===== src/screen_pkg.sv =====
`default_nettype none

package screen_pkg;

	//////////////////////////////////////////////////////////////////////
	// game state codes
	//////////////////////////////////////////////////////////////////////
	typedef logic [3:0] fsm_state_t; // game FSM state

	localparam fsm_state_t ST_IDLE       = 4'd0; // waiting room
	localparam fsm_state_t ST_COUNT_DOWN = 4'd1; // this screen
	localparam fsm_state_t ST_CHAT       = 4'd2; // after the count

	//////////////////////////////////////////////////////////////////////
	// keypad codes
	//////////////////////////////////////////////////////////////////////
	typedef logic [3:0] key_t; // keypad scanner code

	localparam key_t KEY_0    = 4'h0;
	localparam key_t KEY_1    = 4'h1;
	localparam key_t KEY_2    = 4'h2;
	localparam key_t KEY_4    = 4'h4;
	localparam key_t KEY_5    = 4'h5;
	localparam key_t KEY_7    = 4'h7;
	localparam key_t KEY_8    = 4'h8;
	localparam key_t KEY_A    = 4'hA;
	localparam key_t KEY_NONE = 4'hF; // nothing pressed

	//////////////////////////////////////////////////////////////////////
	// emotion codes, sent between the boards
	//////////////////////////////////////////////////////////////////////
	typedef logic [3:0] emotion_t;

	localparam emotion_t EMO_SMILE  = 4'd0;
	localparam emotion_t EMO_ANGRY  = 4'd1;
	localparam emotion_t EMO_SLEEPY = 4'd2;
	localparam emotion_t EMO_SHINE  = 4'd3;
	localparam emotion_t EMO_LOVE   = 4'd4;
	localparam emotion_t EMO_SAD    = 4'd5;
	localparam emotion_t EMO_LIKE   = 4'd6;
	localparam emotion_t EMO_SCORN  = 4'd7;
	localparam emotion_t EMO_NONE   = 4'd8; // no emotion picked

	//////////////////////////////////////////////////////////////////////
	// LCD glyph bytes
	//////////////////////////////////////////////////////////////////////
	typedef logic [7:0] glyph_t; // one character cell

	// emotion faces live in the eight CGRAM slots, same order as codes
	localparam glyph_t GLYPH_SMILE   = 8'h00;
	localparam glyph_t GLYPH_ANGRY   = 8'h01;
	localparam glyph_t GLYPH_SLEEPY  = 8'h02;
	localparam glyph_t GLYPH_SHINE   = 8'h03;
	localparam glyph_t GLYPH_LOVE    = 8'h04;
	localparam glyph_t GLYPH_SAD     = 8'h05;
	localparam glyph_t GLYPH_LIKE    = 8'h06;
	localparam glyph_t GLYPH_SCORN   = 8'h07;
	localparam glyph_t GLYPH_BLANK   = 8'h20; // ascii space
	localparam glyph_t GLYPH_GO      = 8'h47; // 'G', shown at zero
	localparam glyph_t GLYPH_DIGIT_0 = 8'h30; // ascii '0', add the digit
	localparam glyph_t GLYPH_COLON   = 8'h3A; // ascii ':'

	localparam int ROW_BYTES = 16; // cells per LCD row

	typedef glyph_t [ROW_BYTES-1:0] screen_row_t; // index 15 is leftmost

endpackage

`default_nettype wire


===== src/emotion_if.sv =====
`timescale 1ns/1ps
`default_nettype none

interface emotion_if (
	input logic clk // sampling clock for checks
);
	screen_pkg::key_t     key;          // raw keypad code
	logic                 key_valid;    // debounced press level
	screen_pkg::emotion_t code_out;     // to the other board
	screen_pkg::glyph_t   glyph_local;  // own face
	screen_pkg::emotion_t code_in;      // from the other board
	screen_pkg::glyph_t   glyph_remote; // partner face

	// key side in, codes and glyphs out
	modport codec (input clk, key, key_valid, code_in,
		output code_out, glyph_local, glyph_remote);

	// screen feeds the key side and reads the results
	modport screen (output key, key_valid, code_in,
		input code_out, glyph_local, glyph_remote);
endinterface

`default_nettype wire


===== src/debounce.sv =====
`timescale 1ns/1ps
`default_nettype none

module debounce #(
	parameter int SAMPLE_CYCLES = 4 // clocks between samples
) (
	input  logic clk,
	input  logic rst_n,
	input  logic pb_in,         // raw press level
	output logic pb_debounced   // filtered level
);
	localparam int CNT_W = (SAMPLE_CYCLES > 1) ? $clog2(SAMPLE_CYCLES) : 1;

	logic [CNT_W-1:0] smp_cnt; // sample prescaler
	logic             smp_en;  // one clock per sample
	logic [3:0]       history; // last four samples, newest in bit 0

	assign smp_en = (smp_cnt == CNT_W'(SAMPLE_CYCLES - 1));

	always_ff @(posedge clk)
	begin
		if (!rst_n)
		begin
			smp_cnt <= '0;
			history <= '0;
		end
		else if (smp_en)
		begin
			smp_cnt <= '0;
			history <= {history[2:0], pb_in}; // shift in new sample
		end
		else
			smp_cnt <= smp_cnt + 1'b1;
	end

	always_ff @(posedge clk)
	begin
		if (!rst_n)
			pb_debounced <= 1'b0;
		else if (history == 4'hF)
			pb_debounced <= 1'b1; // four highs in a row
		else if (history == 4'h0)
			pb_debounced <= 1'b0; // four lows in a row
	end
endmodule

`default_nettype wire


===== src/count_down.sv =====
`timescale 1ns/1ps
`default_nettype none

module count_down #(
	parameter int START_COUNT = 10,  // seconds, up to 99
	parameter int TICK_CYCLES = 100  // clocks per second
) (
	input  logic                     clk,
	input  logic                     rst_n,
	input  screen_pkg::fsm_state_t   state,
	output screen_pkg::glyph_t [3:0] glyphs, // lead, tens, units, trail
	output logic                     done    // count hit zero
);
	localparam int TICK_W = (TICK_CYCLES > 1) ? $clog2(TICK_CYCLES) : 1;

	logic [TICK_W-1:0] tick_cnt; // prescaler
	logic              tick;     // one second elapsed
	logic              active;   // screen selected
	logic [6:0]        count;    // seconds left
	logic [6:0]        tens;
	logic [6:0]        units;

	assign active = (state == screen_pkg::ST_COUNT_DOWN);
	assign tick   = (tick_cnt == TICK_W'(TICK_CYCLES - 1));

	//////////////////////////////////////////////////////////////////////
	// prescaler and seconds counter
	//////////////////////////////////////////////////////////////////////
	always_ff @(posedge clk)
	begin
		if (!rst_n || !active)
			tick_cnt <= '0; // restart the second on entry
		else if (tick)
			tick_cnt <= '0;
		else
			tick_cnt <= tick_cnt + 1'b1;
	end

	always_ff @(posedge clk)
	begin
		if (!rst_n || !active)
			count <= 7'(START_COUNT); // reload outside the state
		else if (tick && count != '0)
			count <= count - 1'b1; // hold once at zero
	end

	// done drops together with the reload when the state is left
	always_ff @(posedge clk)
	begin
		if (!rst_n)
			done <= 1'b0;
		else
			done <= active && (count == '0);
	end

	//////////////////////////////////////////////////////////////////////
	// digit split and glyph register
	//////////////////////////////////////////////////////////////////////
	assign tens  = count / 7'd10;
	assign units = count % 7'd10;

	always_ff @(posedge clk)
	begin
		glyphs[3] <= (count == '0) ? screen_pkg::GLYPH_GO : screen_pkg::GLYPH_COLON;
		glyphs[2] <= screen_pkg::GLYPH_DIGIT_0 + 8'(tens);
		glyphs[1] <= screen_pkg::GLYPH_DIGIT_0 + 8'(units);
		glyphs[0] <= screen_pkg::GLYPH_BLANK; // trail cell stays empty
	end

	a_count_max: assert property (@(posedge clk) disable iff (!rst_n)
		count <= 7'(START_COUNT))
		else $error("count above start value");

	a_done_zero: assert property (@(posedge clk) disable iff (!rst_n)
		done |-> (count == '0))
		else $error("done raised with seconds left");
endmodule

`default_nettype wire


===== src/emotion_codec.sv =====
`timescale 1ns/1ps
`default_nettype none

module emotion_codec (
	emotion_if.codec emo // key and codes in, glyphs out
);
	// own key to outgoing code and face
	always_comb
	begin
		emo.code_out    = screen_pkg::EMO_NONE; // default, no pick
		emo.glyph_local = screen_pkg::GLYPH_BLANK;
		if (emo.key_valid)
		begin
			case (emo.key)
				screen_pkg::KEY_A:
				begin
					emo.code_out    = screen_pkg::EMO_SMILE;
					emo.glyph_local = screen_pkg::GLYPH_SMILE;
				end
				screen_pkg::KEY_2:
				begin
					emo.code_out    = screen_pkg::EMO_ANGRY;
					emo.glyph_local = screen_pkg::GLYPH_ANGRY;
				end
				screen_pkg::KEY_5:
				begin
					emo.code_out    = screen_pkg::EMO_SLEEPY;
					emo.glyph_local = screen_pkg::GLYPH_SLEEPY;
				end
				screen_pkg::KEY_8:
				begin
					emo.code_out    = screen_pkg::EMO_SHINE;
					emo.glyph_local = screen_pkg::GLYPH_SHINE;
				end
				screen_pkg::KEY_0:
				begin
					emo.code_out    = screen_pkg::EMO_LOVE;
					emo.glyph_local = screen_pkg::GLYPH_LOVE;
				end
				screen_pkg::KEY_1:
				begin
					emo.code_out    = screen_pkg::EMO_SAD;
					emo.glyph_local = screen_pkg::GLYPH_SAD;
				end
				screen_pkg::KEY_4:
				begin
					emo.code_out    = screen_pkg::EMO_LIKE;
					emo.glyph_local = screen_pkg::GLYPH_LIKE;
				end
				screen_pkg::KEY_7:
				begin
					emo.code_out    = screen_pkg::EMO_SCORN;
					emo.glyph_local = screen_pkg::GLYPH_SCORN;
				end
				default:
				begin
					emo.code_out    = screen_pkg::EMO_NONE; // unmapped key
					emo.glyph_local = screen_pkg::GLYPH_BLANK;
				end
			endcase
		end
	end

	// partner code to face
	always_comb
	begin
		case (emo.code_in)
			screen_pkg::EMO_SMILE:  emo.glyph_remote = screen_pkg::GLYPH_SMILE;
			screen_pkg::EMO_ANGRY:  emo.glyph_remote = screen_pkg::GLYPH_ANGRY;
			screen_pkg::EMO_SLEEPY: emo.glyph_remote = screen_pkg::GLYPH_SLEEPY;
			screen_pkg::EMO_SHINE:  emo.glyph_remote = screen_pkg::GLYPH_SHINE;
			screen_pkg::EMO_LOVE:   emo.glyph_remote = screen_pkg::GLYPH_LOVE;
			screen_pkg::EMO_SAD:    emo.glyph_remote = screen_pkg::GLYPH_SAD;
			screen_pkg::EMO_LIKE:   emo.glyph_remote = screen_pkg::GLYPH_LIKE;
			screen_pkg::EMO_SCORN:  emo.glyph_remote = screen_pkg::GLYPH_SCORN;
			default:                emo.glyph_remote = screen_pkg::GLYPH_BLANK; // none or junk
		endcase
	end

	// the other board only understands 0 to 8
	a_code_range: assert property (@(posedge emo.clk)
		emo.code_out <= screen_pkg::EMO_NONE)
		else $error("outgoing emotion code out of range");
endmodule

`default_nettype wire


===== src/count_down_screen.sv =====
`timescale 1ns/1ps
`default_nettype none

module count_down_screen #(
	parameter int START_COUNT   = 10,  // seconds
	parameter int TICK_CYCLES   = 100, // clocks per second
	parameter int SAMPLE_CYCLES = 4    // clocks per debounce sample
) (
	input  logic                    clk,
	input  logic                    rst_n,
	input  screen_pkg::fsm_state_t  state,      // game FSM state
	input  screen_pkg::key_t        key,        // keypad code
	input  logic                    pressed,    // raw press level
	input  screen_pkg::emotion_t    code_in,    // partner emotion
	output logic                    next_state, // count finished
	output screen_pkg::emotion_t    code_out,   // own emotion
	output screen_pkg::screen_row_t row         // LCD text row
);
	screen_pkg::glyph_t [3:0] cd_glyphs; // lead, tens, units, trail
	logic                     cd_done;

	emotion_if emo (.clk(clk)); // key path between debouncer and codec

	//////////////////////////////////////////////////////////////////////
	// seconds counter
	//////////////////////////////////////////////////////////////////////
	count_down #(
		.START_COUNT(START_COUNT),
		.TICK_CYCLES(TICK_CYCLES)
	) count_down0 (
		.clk    (clk),
		.rst_n  (rst_n),
		.state  (state),
		.glyphs (cd_glyphs),
		.done   (cd_done)
	);

	//////////////////////////////////////////////////////////////////////
	// key path
	//////////////////////////////////////////////////////////////////////
	debounce #(
		.SAMPLE_CYCLES(SAMPLE_CYCLES)
	) debounce0 (
		.clk          (clk),
		.rst_n        (rst_n),
		.pb_in        (pressed),
		.pb_debounced (emo.key_valid) // qualifies the key
	);

	assign emo.key     = key;
	assign emo.code_in = code_in;

	emotion_codec emotion_codec0 (
		.emo(emo.codec)
	);

	assign code_out   = emo.code_out;
	assign next_state = cd_done; // FSM moves on at zero

	// left to right: 5 blanks, lead, tens, blank, own face, units,
	// trail, partner face, 4 blanks
	assign row = {{5{screen_pkg::GLYPH_BLANK}},
		cd_glyphs[3],
		cd_glyphs[2],
		screen_pkg::GLYPH_BLANK,
		emo.glyph_local,
		cd_glyphs[1],
		cd_glyphs[0],
		emo.glyph_remote,
		{4{screen_pkg::GLYPH_BLANK}}};
endmodule

`default_nettype wire


===== src/screen_top.sv =====
`timescale 1ns/1ps
`default_nettype none

module screen_top #(
	parameter int START_COUNT   = 10,  // seconds shown first
	parameter int TICK_CYCLES   = 100, // clocks per second
	parameter int SAMPLE_CYCLES = 4    // clocks per key sample
) (
	input  logic                    clk,        // board clock
	input  logic                    rst_n,      // sync, active low
	input  screen_pkg::fsm_state_t  state,      // from game FSM
	input  screen_pkg::key_t        key,        // from keypad scanner
	input  logic                    pressed,    // from keypad scanner
	input  screen_pkg::emotion_t    code_in,    // from other board
	output logic                    next_state, // to game FSM
	output screen_pkg::emotion_t    code_out,   // to other board
	output screen_pkg::screen_row_t row         // to LCD driver
);
	count_down_screen #(
		.START_COUNT   (START_COUNT),
		.TICK_CYCLES   (TICK_CYCLES),
		.SAMPLE_CYCLES (SAMPLE_CYCLES)
	) count_down_screen0 (
		.clk        (clk),
		.rst_n      (rst_n),
		.state      (state),
		.key        (key),
		.pressed    (pressed),
		.code_in    (code_in),
		.next_state (next_state),
		.code_out   (code_out),
		.row        (row)
	);
endmodule

`default_nettype wire


===== config.mk =====
export PLATFORM = sky130hd
export DESIGN_NAME = screen_top
export DESIGN_NICKNAME = d
export VERILOG_FILES = /design/src/screen_pkg.sv /design/src/emotion_if.sv /design/src/debounce.sv /design/src/count_down.sv /design/src/emotion_codec.sv /design/src/count_down_screen.sv /design/src/screen_top.sv
export SDC_FILE = /design/constraint.sdc
export NUM_CORES = 1
export LEC_CHECK = 0
export BUFFER_PORTS_ARGS = -buffer_cell sky130_fd_sc_hd__buf_2
export CAP_MARGIN = 20
export CORE_MARGIN = 3
export CORE_UTILIZATION = 46
export DETAILED_ROUTE_END_ITERATION = 8
export PLACE_DENSITY = 0.91
export SYNTH_ARGS = -nofsm -noshare
export SYNTH_HDL_FRONTEND = slang
export SYNTH_SLANG_ARGS = --single-unit

===== constraint.sdc =====
create_clock -name clk -period 2.5 [get_ports clk]
set_clock_uncertainty 0.05 [all_clocks]
set_input_delay 0.5 -clock clk [delete_from_list [all_inputs] [get_ports clk]]
set_output_delay 0.5 -clock clk [all_outputs]
set_load 0.05 [all_outputs]

# Word-level counts from Yosys, hierarchy flattened
# Memory sizes are Yosys's and may differ from the RTL's.
# Cells that the tools add are included.
# totals
ff_bits	45
rom_bits	152
inputBits	15
mem_count	2
# op_classes
addsub	5
div	2
n_eq_ne	4
muxes	6
bitwise_logic	1
n_reduce_logical	11
# memory_table
name	depth	width	rd	rd_ports_with_merged_regs	wr	line_no	text
(name not given)	16	8	1	0	0	emotion_codec.sv:14	case (emo.key)
(name not given)	8	3	1	0	0	emotion_codec.sv:67	case (emo.code_in)
# ops
cell	n
$add 6x7->8 const A	2
$mux 8	2
$add 7x1->7 const B	1
$div 7x4->7 const B	1
$eq 7x7->1 const B	1
$logic_not 7->1	1
$mod 7x4->7 const B	1
$mux 7	1
$reduce_bool 7->1	1
$sub 7x1->7 const B	1
$eq 4x1->1 const B	1
$eq 4x4->1 const B	1
$logic_not 4->1	1
$mux 4	1
$reduce_or 2->1	2
$add 2x1->2 const B	1
$eq 2x2->1 const B	1
$logic_and 1x1->1	2
$logic_not 1->1	2
$mux 1	2
$reduce_bool 2->1	1
$logic_or 1x1->1	1
$not 1->1	1

# Longest topological paths before layout
# logic_depth
word_depth	4
depth_mapped	7
ltp_nobuf	7

# Cells and area by module
# Synthesis repeated with hierarchy kept, for this count alone.
# hier_totals
cells_unflattened	322
area_unflattened_um2	2726.4
# modules_own_cells
mod	n_inst	cells_per_inst	area_per_inst_um2	seq_area_each_um2
count_down	1	179	1584.0	580.6
count_down_screen	1	82	608.1	0.0
debounce	1	23	269.0	140.1
emotion_codec	1	38	265.3	0.0

# Least setup slack after synthesis
# OpenSTA, ideal clock, no wires.
# synth_path
path_kind	input port to output port
from	in key[0]
to	out row[61] (netlist bit)
arrival_time_ps	2330
setup_slack_ps	-380
path_stages	5
cell_sequence	ha_1 -> nor2b_1 -> a211oi_1 -> o21ai_0 -> buf_4
# synth_lines
item	line_no	text
from (decl)	screen_top.sv:12	input screen_pkg::key_t key,
to (decl)	screen_top.sv:17	output screen_pkg::screen_row_t row

# Final worst setup path
# layout_path
from	reg count_down_screen0.count_down0.count[4]
to	reg count_down_screen0.count_down0.glyphs[14] (netlist bit)
# layout_between
elab_chain_cells	2
# layout_lines
item	line_no	text
from (decl)	count_down.sv:19	logic [6:0] count;
from (signal assigned)	count_down.sv:42	count <= 7'(START_COUNT);
from (signal assigned)	count_down.sv:44	count <= count - 1'b1;
$mod 7x4->7	count_down.sv:60	assign units = count % 7'd10;
$add 6x7->8	count_down.sv:66	glyphs[1] <= screen_pkg::GLYPH_DIGIT_0 + 8'(units);
to (decl)	count_down.sv:11	output screen_pkg::glyph_t [3:0] glyphs,
# Every way passes these cells.
# A chain may end at the register's enable or synchronous reset.

==> impl_results.md <==
- CTS Buf Count: 5
- Leading post-synthesis cells by cell area: buf_4 (30%), dfxtp_1 (26%), ha_1 (4.1%), nor2_1 (3.1%), xnor2_1 (2.8%)
- Part of the Yosys area used for sequential elements: 0.260
- Largest net degree at the start of global routing: 19
- Cell Area, Synth: 2770 µm²
- Synth-to-layout area growth: -2.57%
- GRT Util Overall: 0.124
- DR pass1 iterations: 4
- Clock power frac: 0.335
- Reg power frac: 0.396
- Total power: 1.47 mW
- Antenna viol nets, final: 0
- Hold Startpoint: count_down_screen0.count_down0.count[0]
- Synth top area share: 0.303
- Initial antenna violation count: 0
- Met1 Resource Use GR: 0.135
- CTS sink cnt: 36
- Slew @ Worst Pin: 0.604 ns
- Wirelength per Cell: 11.0 µm
- Post-synthesis register bit count: 36
- Pins Over Slew Limit: 0
- Drt total wl: 4.72 mm
- Yosys Warn Count: 0
- Synthesized area per cell: 8.56 µm²
- P_leak: 1.28 nW
- Core Area: 5680 µm²
- Rows: 27
- CP arrival: 2.46 ns
- Worst Path Required: 2.62 ns
- Hold EP: count_down_screen0.count_down0.glyphs[8]
- Layout cells sized above 1: 0.187
- Final net count: 381
- Met3 Use GR: 0.0326
- F_max: 0.428 GHz
- Drt drc: 0
- First-pass GRT wire length: 7.34 mm
- I/O Buffers: 45
- Worst reg2reg startpoint: count_down_screen0.count_down0.count[4]
- Comb pwr share: 0.268
- Sw Pwr: 567 µW
- Initial drt markers: 183
- GR Util met2: 0.212
- Clock Pin Slew Worst Setup and Hold Paths: 0.07 ns
- GP Congestion: 0.896
- Critical path class: flop to flop
- Worst Reg-to-Reg Cells: 6
- Worst r2r dst: count_down_screen0.count_down0.glyphs[14]
- Final Hold Viols: 0
- Number of distinct library cells after synthesis: 56
- Sw Share: 0.387
- Clock Path Buffers: 2
- Top_reg_cell synth: dfxtp_1
- Full die area: 6990 µm²
- Post-synth top area cell: buf_4
- Fin crit period: 2.34 ns
- Hold Buf Count CTS: 0
- Cell count after synthesis: 324
- HP Class: flop to flop
- RSZ-0062 raised after global routing: false
- PD cells: 543 nW/µm²
- Clk_lat worst skew: 0.29 ns
- Commonest non-fill, non-tap cells in the layout: conb_1 (102), buf_2 (45), dfxtp_1 (36), nor2_1 (23), inv_1 (14)
- Top Family by Delay on Critical Path: flip-flops
- Maximum VDD drop: 0.357 mV
- Ant diodes: 0
- CP Buf/Inv Count: 0
- Synth async-reset ratio: 0
- Setup_tns: 0 ns
- Max Cap Viol: 0
- P_int: 899 µW
- FF-to-FF setup slack: 0.16 ns
- Post-CTS Setup Inserts: 0
- Critical Path Sink Type: flop
- H-tree depth: 2
- Vias in the first global route: 1669
- CP max stage delay: 0.71 ns
- CP startpoint kind: flop
- Period utilization: 0.934
- Die Y: 83.6 µm
- Max-slew headroom: 0.596
- CP max-delay cell: dfxtp_1
- Boundary Pins: 148
- # setup viols final: 0
- HPWL after DPL: 3.55 mm
- Critical-path maximum fanout: 18
- Status: finished, final reports clean
- Post-synth EDFFs: 0
- Hold Path Depth: 0
- Vias per inst: 4.47
- CTS root buf: clkbuf_8
- Vias: 1922
- TritonCTS clock tree: yes
- Leading cell type in the layout, fill and taps excluded: conb_1
- GRT overflow: 0
- Cts repair resizes: 0
- Crit path cell chain: nand2b_1 > and3_1 > o31ai_2 > nand3_2 > ha_1 > xor2_1
- Initial Utilization: 0.489
- Die W: 83.6 µm
- Most Crowded Layer GR: met2
## state kept, by name, indices dropped and copies added, names as in the netlist
name	flops
count_down_screen0.count_down0.count	7
count_down_screen0.count_down0.done	1
count_down_screen0.count_down0.glyphs	14
count_down_screen0.count_down0.tick_cnt	7
count_down_screen0.debounce0.history	4
count_down_screen0.debounce0.pb_debounced	1
count_down_screen0.debounce0.smp_cnt	2
## through the flow
stage | setup slack, ns | util | area [µm²] | cells | hold slack (ns)
floorplan | 0.0580 | - | 3150 | 424 | 0.302
global placement | 0.367 | 0.457 | 2590 | 422 | 0.325
detailed placement | 0.252 | 0.457 | 2590 | 422 | 0.316
CTS | 0.221 | 0.476 | 2700 | 430 | 0.331
global route | 0.0386 | 0.476 | 2700 | 430 | 0.350
finish | 0.164 | 0.476 | 2700 | 430 | 0.330
## worst max path at each step
stage	from	to	slack (ns)	cells past startpoint
after floorplan	key[0]	row[61]	0.06	5
after global placement	count_down_screen0.count_down0.count[4]	count_down_screen0.count_down0.glyphs[14]	0.37	6
after detailed placement	count_down_screen0.count_down0.count[4]	count_down_screen0.count_down0.glyphs[14]	0.25	6
after CTS	count_down_screen0.count_down0.count[5]	count_down_screen0.count_down0.glyphs[14]	0.22	6
after global routing	count_down_screen0.count_down0.count[4]	count_down_screen0.count_down0.glyphs[14]	0.04	6
final	count_down_screen0.count_down0.count[4]	count_down_screen0.count_down0.glyphs[14]	0.16	6
## power groups by stage
stage	Clock, mW	Sequential, mW	Combinational, mW
after global routing	0.529	0.581	0.407
after global placement	0	0.594	0.386
after floorplan	0	0.593	0.495
final	0.492	0.581	0.393
after detailed placement	0	0.594	0.389
after CTS	0.505	0.581	0.389
## cell families after synthesis
kind of cell,Yosys count,synth area share
DFF,36,0.260
xor gates and xnor gates,15,0.0501
muxes,5,0.0181
AOI/OAI and AO/OA,38,0.105
buffers and inverters,135,0.339
and+or+nand+nor,84,0.185
adders and majority gates,9,0.0406
other,2,0.00271
## synthesized netlist by cell type, drive strengths merged (2+ instances only)
library cell,count
a31oi,4
nand2b,4
clkbuf,4
inv,14
nor3b,5
nor3,4
dfxtp,36
nand2,8
nand4,5
nor2,23
and3b,2
buf,117
o21ai,8
a221oi,3
and3,3
ha,9
o31ai,3
a211oi,3
a21oi,6
xor2,6
nand3,10
nor2b,11
mux2i,5
xnor2,9
conb,2
## layer usage
metal / wire length, µm / up-vias
met5: 0 / -
met4: 65 / 0
met3: 500 / 11
met2: 2480 / 112
met1: 1680 / 870
li1: - / 929
## area by class of cell
class | instances | area [µm²]
Fill cell | 533 | 2970
Multi-Input combinational cell | 253 | 1490
Sequential cell | 36 | 721
Timing Repair Buffer | 47 | 240
Tap cell | 72 | 90.1
Clock buffer | 6 | 72.6
Inverter | 14 | 52.6
Clock inverter | 2 | 35.0
No activity file was read; power rests on OpenSTA's default activity.
